### config.mk
export PLATFORM = sky130hd
export DESIGN_NAME = monitor_top
export DESIGN_NICKNAME = d
export VERILOG_FILES = /design/src/hw/adc_pkg.sv /design/src/hw/health_pkg.sv /design/src/hw/adc_sample_router.sv /design/src/hw/channel_level_checker.sv /design/src/hw/health_aggregator.sv /design/src/hw/monitor_top.sv
export SDC_FILE = /design/constraint.sdc
export NUM_CORES = 1
export LEC_CHECK = 0
export BUFFER_PORTS_ARGS = -buffer_cell sky130_fd_sc_hd__buf_2
export CAP_MARGIN = 20
export CORE_MARGIN = 5
export CORE_UTILIZATION = 30
export DETAILED_ROUTE_END_ITERATION = 6
export GPL_ROUTABILITY_DRIVEN = 0
export SETUP_SLACK_MARGIN = 0.4
export SLEW_MARGIN = 20
export SYNTH_ARGS = -nofsm -noshare
export SYNTH_HDL_FRONTEND = slang
export SYNTH_SLANG_ARGS = --single-unit
### constraint.sdc
create_clock -name gclk40 -period 2.1 [get_ports gclk40]
set_input_delay 0.105 -clock gclk40 [delete_from_list [all_inputs] [get_ports gclk40]]
set_output_delay 0.105 -clock gclk40 [all_outputs]
set_load 0.01 [all_outputs]
### src/hw/adc_pkg.sv
// describes the conversion results delivered by the ADC sequencer.
package adc_pkg;

  // number of supply rails that are level checked.
  localparam int NUM_CHANNELS = 8;

  // width of one conversion result.
  localparam int ADC_RESULT_W = 12;

  // the sequencer channel field is wider than the checked set, so channel numbers
  // 8 to 31 can show up on the sample stream and must be ignored.
  localparam int CHANNEL_W = 5;

  // one conversion value.
  typedef logic [ADC_RESULT_W-1:0] adc_result_t;

  // channel number as carried by the sample stream.
  typedef logic [CHANNEL_W-1:0] adc_channel_t;

  // one bit per checked channel.
  typedef logic [NUM_CHANNELS-1:0] channel_mask_t;

endpackage

### src/hw/health_pkg.sv
// describes the threshold programming and the power trip state.
package health_pkg;

  // a threshold is compared directly against a conversion result, so it shares the
  // ADC result width.
  typedef logic [adc_pkg::ADC_RESULT_W-1:0] threshold_t;

  // all ones at reset, so no result can exceed a threshold that was never written.
  localparam threshold_t THRESHOLD_RESET = '1;

  // selects which of the two per-channel thresholds a config write updates.
  typedef enum logic {
    SEL_SOFT = 1'b0,
    SEL_HARD = 1'b1
  } thresh_sel_t;

  // power trip FSM.
  // TRIP_RUN keeps power good asserted, TRIP_TRIPPED holds it low until re-armed.
  typedef enum logic {
    TRIP_RUN     = 1'b0,
    TRIP_TRIPPED = 1'b1
  } trip_state_t;

endpackage

### src/hw/adc_sample_router.sv
module adc_sample_router
  import adc_pkg::*, health_pkg::*;
(
  input  logic          gclk40,
  input  logic          hard_reset,
  input  logic          sample_stb_i,
  input  adc_channel_t  sample_channel_i,
  input  adc_result_t   sample_result_i,
  input  logic          cfg_stb_i,
  input  adc_channel_t  cfg_channel_i,
  input  thresh_sel_t   cfg_sel_i,
  input  threshold_t    cfg_value_i,
  output channel_mask_t chan_sample_stb_o,
  output adc_result_t   sample_result_o,
  output channel_mask_t chan_cfg_stb_o,
  output thresh_sel_t   cfg_sel_o,
  output threshold_t    cfg_value_o
);

  // input capture stage.
  logic         sample_stb_q;
  adc_channel_t sample_channel_q;
  adc_result_t  sample_result_q;
  logic         cfg_stb_q;
  adc_channel_t cfg_channel_q;
  thresh_sel_t  cfg_sel_q;
  threshold_t   cfg_value_q;

  // decoded stage, which drives the checkers.
  channel_mask_t chan_sample_stb_q;
  channel_mask_t chan_cfg_stb_q;
  adc_result_t   result_out_q;
  thresh_sel_t   sel_out_q;
  threshold_t    value_out_q;

  // turns a strobe and a channel number into a one-hot channel strobe.
  // Channels outside the checked set give an empty mask.
  function automatic channel_mask_t channel_decode(input logic stb, input adc_channel_t channel);
    channel_mask_t mask;
    mask = '0;
    if (stb && (channel < adc_channel_t'(NUM_CHANNELS))) begin
      mask = channel_mask_t'(1) << channel;
    end
    return mask;
  endfunction

  always_ff @(posedge gclk40) begin
    if (!hard_reset) begin
      sample_stb_q <= 1'b0;
      cfg_stb_q    <= 1'b0;
    end else begin
      sample_stb_q <= sample_stb_i;
      cfg_stb_q    <= cfg_stb_i;
    end
  end

  always_ff @(posedge gclk40) begin
    sample_channel_q <= sample_channel_i;
    sample_result_q  <= sample_result_i;
    cfg_channel_q    <= cfg_channel_i;
    cfg_sel_q        <= cfg_sel_i;
    cfg_value_q      <= cfg_value_i;
  end

  always_ff @(posedge gclk40) begin
    if (!hard_reset) begin
      chan_sample_stb_q <= '0;
      chan_cfg_stb_q    <= '0;
    end else begin
      chan_sample_stb_q <= channel_decode(sample_stb_q, sample_channel_q);
      chan_cfg_stb_q    <= channel_decode(cfg_stb_q, cfg_channel_q);
    end
  end

  // the data is shared by all checkers; only the strobes are per channel.
  always_ff @(posedge gclk40) begin
    result_out_q <= sample_result_q;
    sel_out_q    <= cfg_sel_q;
    value_out_q  <= cfg_value_q;
  end

  assign chan_sample_stb_o = chan_sample_stb_q;
  assign sample_result_o   = result_out_q;
  assign chan_cfg_stb_o    = chan_cfg_stb_q;
  assign cfg_sel_o         = sel_out_q;
  assign cfg_value_o       = value_out_q;

endmodule

### src/hw/channel_level_checker.sv
module channel_level_checker
  import adc_pkg::*, health_pkg::*;
(
  input  logic        gclk40,
  input  logic        hard_reset,
  input  logic        sample_stb_i,
  input  adc_result_t sample_result_i,
  input  logic        cfg_stb_i,
  input  thresh_sel_t cfg_sel_i,
  input  threshold_t  cfg_value_i,
  output logic        flag_stb_o,
  output logic        soft_viol_o,
  output logic        hard_viol_o
);

  // this channel's two upper limits.
  threshold_t soft_thr_q;
  threshold_t hard_thr_q;

  logic flag_stb_q;
  logic soft_viol_q;
  logic hard_viol_q;

  // comparison results for the sample on the input this cycle.
  logic soft_exceed;
  logic hard_exceed;

  // a result equal to the threshold is still in range.
  assign soft_exceed = sample_result_i > soft_thr_q;
  assign hard_exceed = sample_result_i > hard_thr_q;

  // threshold registers.
  // A write lands at the same edge as a comparison in flight, and that comparison
  // still uses the old value.
  always_ff @(posedge gclk40) begin
    if (!hard_reset) begin
      soft_thr_q <= THRESHOLD_RESET;
      hard_thr_q <= THRESHOLD_RESET;
    end else if (cfg_stb_i) begin
      if (cfg_sel_i == SEL_HARD) begin
        hard_thr_q <= cfg_value_i;
      end else begin
        soft_thr_q <= cfg_value_i;
      end
    end
  end

  // the flag strobe is a single-cycle pulse per checked sample.
  always_ff @(posedge gclk40) begin
    if (!hard_reset) begin
      flag_stb_q <= 1'b0;
    end else begin
      flag_stb_q <= sample_stb_i;
    end
  end

  // violation flags keep the result of the last sample on this channel.
  always_ff @(posedge gclk40) begin
    if (!hard_reset) begin
      soft_viol_q <= 1'b0;
      hard_viol_q <= 1'b0;
    end else if (sample_stb_i) begin
      soft_viol_q <= soft_exceed;
      hard_viol_q <= hard_exceed;
    end
  end

  assign flag_stb_o  = flag_stb_q;
  assign soft_viol_o = soft_viol_q;
  assign hard_viol_o = hard_viol_q;

endmodule

### src/hw/health_aggregator.sv
module health_aggregator
  import adc_pkg::*, health_pkg::*;
(
  input  logic          gclk40,
  input  logic          hard_reset,
  input  channel_mask_t flag_stb_i,
  input  channel_mask_t soft_flag_i,
  input  channel_mask_t hard_flag_i,
  input  logic          irq_ack_i,
  input  logic          rearm_i,
  output channel_mask_t in_range_o,
  output channel_mask_t pending_o,
  output logic          irq_o,
  output logic          hard_trip_o,
  output logic          power_ok_o
);

  channel_mask_t in_range_q;
  channel_mask_t pending_q;
  channel_mask_t pending_d;
  logic          irq_q;

  // flags only count in the cycle their channel strobes.
  channel_mask_t soft_hits;
  logic          hard_hit;

  trip_state_t state_q;
  trip_state_t state_d;

  assign soft_hits = flag_stb_i & soft_flag_i;
  assign hard_hit  = |(flag_stb_i & hard_flag_i);

  // each strobed channel takes its new in-range state, the others hold.
  always_ff @(posedge gclk40) begin
    if (!hard_reset) begin
      in_range_q <= '1;
    end else begin
      in_range_q <= (in_range_q & ~flag_stb_i) | (flag_stb_i & ~soft_flag_i);
    end
  end

  // the acknowledge clears everything pending, but a soft violation arriving in
  // the same cycle is set again so that it cannot be lost.
  always_comb begin
    pending_d = pending_q;
    if (irq_ack_i) begin
      pending_d = '0;
    end
    pending_d = pending_d | soft_hits;
  end

  // irq follows the next pending state so it lines up with pending_o.
  always_ff @(posedge gclk40) begin
    if (!hard_reset) begin
      pending_q <= '0;
      irq_q     <= 1'b0;
    end else begin
      pending_q <= pending_d;
      irq_q     <= |pending_d;
    end
  end

  // trip FSM.
  always_comb begin
    state_d = state_q;
    case (state_q)
      TRIP_RUN: begin
        if (hard_hit) begin
          state_d = TRIP_TRIPPED;
        end
      end
      TRIP_TRIPPED: begin
        // a re-arm is refused while a fresh hard violation is arriving.
        if (rearm_i && !hard_hit) begin
          state_d = TRIP_RUN;
        end
      end
      default: begin
        state_d = TRIP_TRIPPED;
      end
    endcase
  end

  always_ff @(posedge gclk40) begin
    if (!hard_reset) begin
      state_q <= TRIP_RUN;
    end else begin
      state_q <= state_d;
    end
  end

  assign in_range_o  = in_range_q;
  assign pending_o   = pending_q;
  assign irq_o       = irq_q;
  assign hard_trip_o = (state_q == TRIP_TRIPPED);
  assign power_ok_o  = (state_q == TRIP_RUN);

endmodule

### src/hw/monitor_top.sv
module monitor_top
  import adc_pkg::*, health_pkg::*;
(
  input  logic          gclk40,
  input  logic          hard_reset,
  // conversion results from the ADC sequencer
  input  logic          sample_stb_i,
  input  adc_channel_t  sample_channel_i,
  input  adc_result_t   sample_result_i,
  // threshold programming
  input  logic          cfg_stb_i,
  input  adc_channel_t  cfg_channel_i,
  input  thresh_sel_t   cfg_sel_i,
  input  threshold_t    cfg_value_i,
  // interrupt and trip control
  input  logic          irq_ack_i,
  input  logic          rearm_i,
  output channel_mask_t in_range_o,
  output channel_mask_t pending_o,
  output logic          irq_o,
  output logic          hard_trip_o,
  output logic          power_ok_o
);

  // router to checkers.
  channel_mask_t chan_sample_stb;
  adc_result_t   routed_result;
  channel_mask_t chan_cfg_stb;
  thresh_sel_t   routed_sel;
  threshold_t    routed_value;

  // checkers to aggregator, one bit per channel.
  channel_mask_t flag_stb;
  channel_mask_t soft_flag;
  channel_mask_t hard_flag;

  adc_sample_router router_inst (
    .gclk40            (gclk40),
    .hard_reset        (hard_reset),
    .sample_stb_i      (sample_stb_i),
    .sample_channel_i  (sample_channel_i),
    .sample_result_i   (sample_result_i),
    .cfg_stb_i         (cfg_stb_i),
    .cfg_channel_i     (cfg_channel_i),
    .cfg_sel_i         (cfg_sel_i),
    .cfg_value_i       (cfg_value_i),
    .chan_sample_stb_o (chan_sample_stb),
    .sample_result_o   (routed_result),
    .chan_cfg_stb_o    (chan_cfg_stb),
    .cfg_sel_o         (routed_sel),
    .cfg_value_o       (routed_value)
  );

  // one checker per monitored rail.
  for (genvar i = 0; i < NUM_CHANNELS; i++) begin : g_checker
    channel_level_checker checker_inst (
      .gclk40          (gclk40),
      .hard_reset      (hard_reset),
      .sample_stb_i    (chan_sample_stb[i]),
      .sample_result_i (routed_result),
      .cfg_stb_i       (chan_cfg_stb[i]),
      .cfg_sel_i       (routed_sel),
      .cfg_value_i     (routed_value),
      .flag_stb_o      (flag_stb[i]),
      .soft_viol_o     (soft_flag[i]),
      .hard_viol_o     (hard_flag[i])
    );
  end

  health_aggregator aggregator_inst (
    .gclk40      (gclk40),
    .hard_reset  (hard_reset),
    .flag_stb_i  (flag_stb),
    .soft_flag_i (soft_flag),
    .hard_flag_i (hard_flag),
    .irq_ack_i   (irq_ack_i),
    .rearm_i     (rearm_i),
    .in_range_o  (in_range_o),
    .pending_o   (pending_o),
    .irq_o       (irq_o),
    .hard_trip_o (hard_trip_o),
    .power_ok_o  (power_ok_o)
  );

endmodule

==> impl_results.md <==
- Routed vias/inst: 4.91
- Pwr Density: 744 nW/µm²
- Hold endpoint: router_inst.sample_result_q[9]
- Unrepaired setup endpoints after global routing: yes
- Filler Cell Count: 4970
- Share of power burned in registers: 45.0%
- Int Power: 10.3 mW
- Synth Flop Type: dfxtp_1
- Syn avg cell area: 9.47 µm²
- Ys Warns: 0
- Crit. End Element: flip-flop
- DRC: 0
- PortBufs: 59
- Post-synth EDFFs: 0
- Post-synth top area cell: dfxtp_1
- Sw Share: 23.3%
- Post-Syn Nets: 1829
- Diodes inserted: 0
- DRT iter0 DRCs: 682
- Worst-path clk slew: 60 ps
- PnR worst setup slack: 319 ps
- Hold Startpoint: sample_result_i[9]
- Overall Global Routing Usage: 14.8%
- Reg2reg path depth: 6
- Pre-CTS WS: 203 ps
- Critical path class: reg -> reg
- Largest net degree at the start of global routing: 75
- Synth Cell Area: 15100 µm²
- DRT Pass-1 Iters: 5
- Setup slack, reg-to-reg: 320 ps
- Leak Pwr: 8.46 nW
- Peak Freq: 0.562 GHz
- H-Tree Depth: 2
- Synth Register Bits: 312
- Worst reg2reg path startpoint: router_inst.sample_result_o[10]
- CP arrival: 2200 ps
- P&R area growth vs syn: 19.7%
- Synth unique cells: 41
- CP Max Fanout: 16
- # clock sinks: 312
- Clock Latency Late Sink: 560 ps
- First-pass GRT wire length: 63600 µm
- Hold WC Path Type: in -> reg
- Vias in the first global route: 11400
- Max Transition Viols Final: 0
- Clock Skew: 32.3 ps
- TritonCTS buffer count: 39
- Wire length per cell: 17.1 µm
- Finish-stage setup viols: 0
- Mapped Cells: 1596
- Total of max-cap violations: 0
- Root buffer cell: clkbuf_16
- Clk pwr share: 49.0%
- Die Width: 234 µm
- Startpoint Class: flip-flop
- Synth top area share: 41.3%
- Commonest non-fill, non-tap cell in the layout: dfxtp_1
- FFs w/ async S/R, synth: 0%
- Commonest cells after routing, fill and taps aside: 306 x dfxtp_1, 228 x nand2_1, 202 x inv_1
- Slew at the pin closest to its max-slew limit: 663 ps
- Top-level port count: 60
- Detailed-route via count: 11800
- Sw Pwr: 3.14 mW
- Max VDD drop: 620 µV
- Crit path required time: 2510 ps
- Overflow after GRT: 0
- Nets@finish: 1930
- Clock Tree Buf Depth: 3
- Logic pwr share: 6.0%
- Core area: 50000 µm²
- Share of cells above drive strength 1: 17.4%
- Minimum clock period: 1780 ps
- Post-synthesis sequential area ratio: 41.3%
- Die height: 234 µm
- Final period utilization: 84.8%
- Count of final hold-check violations: 0
- Synth area leaders: dfxtp_1 41%, ha_1 16%, o211ai_2 7.0%, o211ai_1 6.1%, nand2_1 5.7%
- Initial antenna violation count: 0
- Setup TNS Final: 0 ps
- Outcome: complete, no violations
- Relative slew slack: 55.7%
- Post-DRT Antenna Nets: 0
- Initial Util: 30.2%
- HPWL after DPL: 26700 µm
- Cell depth of the worst hold path: 2
- Row count: 82
- Die area: 55000 µm²
- CTS tree: built
- Worst r2r dst: g_checker[7].checker_inst.soft_viol_o
- Routed wire length: 41000 µm
## stage by stage
step           instance area, µm²  hold WS, ps  power, mW  std cells  util [%]
3_3_place_gp                16100          208       6.85       2277      32.1
6_report                    18100          178       13.5       2393      36.2
4_1_cts                     17900          146       13.6       2387      35.8
5_1_grt                     18100          157       13.9       2393      36.2
2_1_floorplan               15100          133       6.55       1596         -
3_5_place_dp                16100          209       6.87       2277      32.1
## synth_stat cells, types with 8 or more instances
| library cell | number |
|---|---|
| nand4_1 | 40 |
| o211ai_2 | 85 |
| nand2_1 | 228 |
| and4_1 | 9 |
| inv_1 | 202 |
| nor2b_1 | 24 |
| buf_2 | 45 |
| o211ai_1 | 123 |
| a221o_1 | 9 |
| a21oi_1 | 68 |
| nand2b_1 | 12 |
| clkbuf_1 | 13 |
| nor3_1 | 8 |
| buf_6 | 31 |
| a21boi_0 | 10 |
| and2_1 | 10 |
| o31a_1 | 9 |
| a21o_1 | 16 |
| a31oi_1 | 16 |
| a211oi_1 | 19 |
| o21ai_0 | 22 |
| nand3_1 | 33 |
| ha_1 | 192 |
| nor2_1 | 26 |
| dfxtp_1 | 312 |
## kinds of logic after synthesis
kind of cell / Yosys count / share of synthesized area, %
AOI/OAI and AO/OA: 389 / 20.9
adders and majority gates: 192 / 15.9
buffers and inverters: 302 / 9.54
DFF: 312 / 41.3
and+or+nand+nor: 401 / 12.4
## per-layer routing
| layer | track usage [%] | part of all wire [%] |
|---|---|---|
| met1 | 19.8 | 46 |
| met2 | 24.0 | 45 |
| met3 | 2.94 | 5.7 |
| met4 | 4.63 | 2.9 |
| met5 | 0 | 0 |
## worst max-delay path, stage by stage (launching register included)
cell     delay (ps)
dfxtp_2         320
buf_12          170
ha_1            350
a21oi_2         150
nand2_1          70
a221o_1         320
o31a_1          250
## registers in the layout, indices dropped and copies added, names as in the netlist, 5 cells and up, named ones only
signal	flops
aggregator_inst.pending_o	8
g_checker.checker_inst.flag_stb_o	8
g_checker.checker_inst.hard_thr_q	96
g_checker.checker_inst.hard_viol_o	8
g_checker.checker_inst.soft_thr_q	96
g_checker.checker_inst.soft_viol_o	8
router_inst.cfg_channel_q	5
router_inst.cfg_value_o	12
router_inst.cfg_value_q	12
router_inst.chan_cfg_stb_o	8
router_inst.chan_sample_stb_o	8
router_inst.sample_channel_q	5
router_inst.sample_result_o	12
router_inst.sample_result_q	12
## final cells by class
| cell class | count | area [µm²] | area share [%] |
|---|---|---|---|
| inverter | 203 | 762 | 4.21 |
| timing repair buffer | 159 | 1320 | 7.28 |
| clock buffer | 56 | 1140 | 6.30 |
| tap | 672 | 841 | 4.65 |
| clock inverter | 9 | 124 | 0.685 |
| multi-input combinational | 982 | 7640 | 42.3 |
| sequential | 312 | 6260 | 34.6 |
## timing repair
item,4_1_cts,5_1_grt
setup endpoints to repair,28,28
resized for setup,21,15
pin swaps,10,7
buffers inserted,5,6
gates cloned,1,0
hold endpoints to repair,67,0
hold buffers,39,0
## power by group through the flow
| stage | registers, mW | clock network, mW | logic (mW) |
|---|---|---|---|
| after floorplan | 6.18 | 0 | 0.365 |
| after detailed placement | 6.18 | 0 | 0.697 |
| after CTS | 6.05 | 6.77 | 0.785 |
| after global placement | 6.17 | 0 | 0.679 |
| after global routing | 6.05 | 7.02 | 0.876 |
| final | 6.05 | 6.60 | 0.808 |
## how the worst max path moves through the flow
| stage | start | to | slack [ps] |
|---|---|---|---|
| 3_5_place_dp | router_inst.sample_result_o[1] | g_checker[3].checker_inst.soft_viol_o | 200 |
| 3_3_place_gp | router_inst.sample_result_o[1] | g_checker[3].checker_inst.soft_viol_o | 230 |
| 4_1_cts | router_inst.sample_result_o[10] | g_checker[4].checker_inst.hard_viol_o | 330 |
| 6_report | router_inst.sample_result_o[10] | g_checker[7].checker_inst.soft_viol_o | 320 |
| 2_1_floorplan | router_inst.sample_result_o[9] | g_checker[7].checker_inst.soft_viol_o | 430 |
| 5_1_grt | router_inst.sample_result_o[9] | g_checker[5].checker_inst.soft_viol_o | 240 |
(Power assumes the default switching activity.)
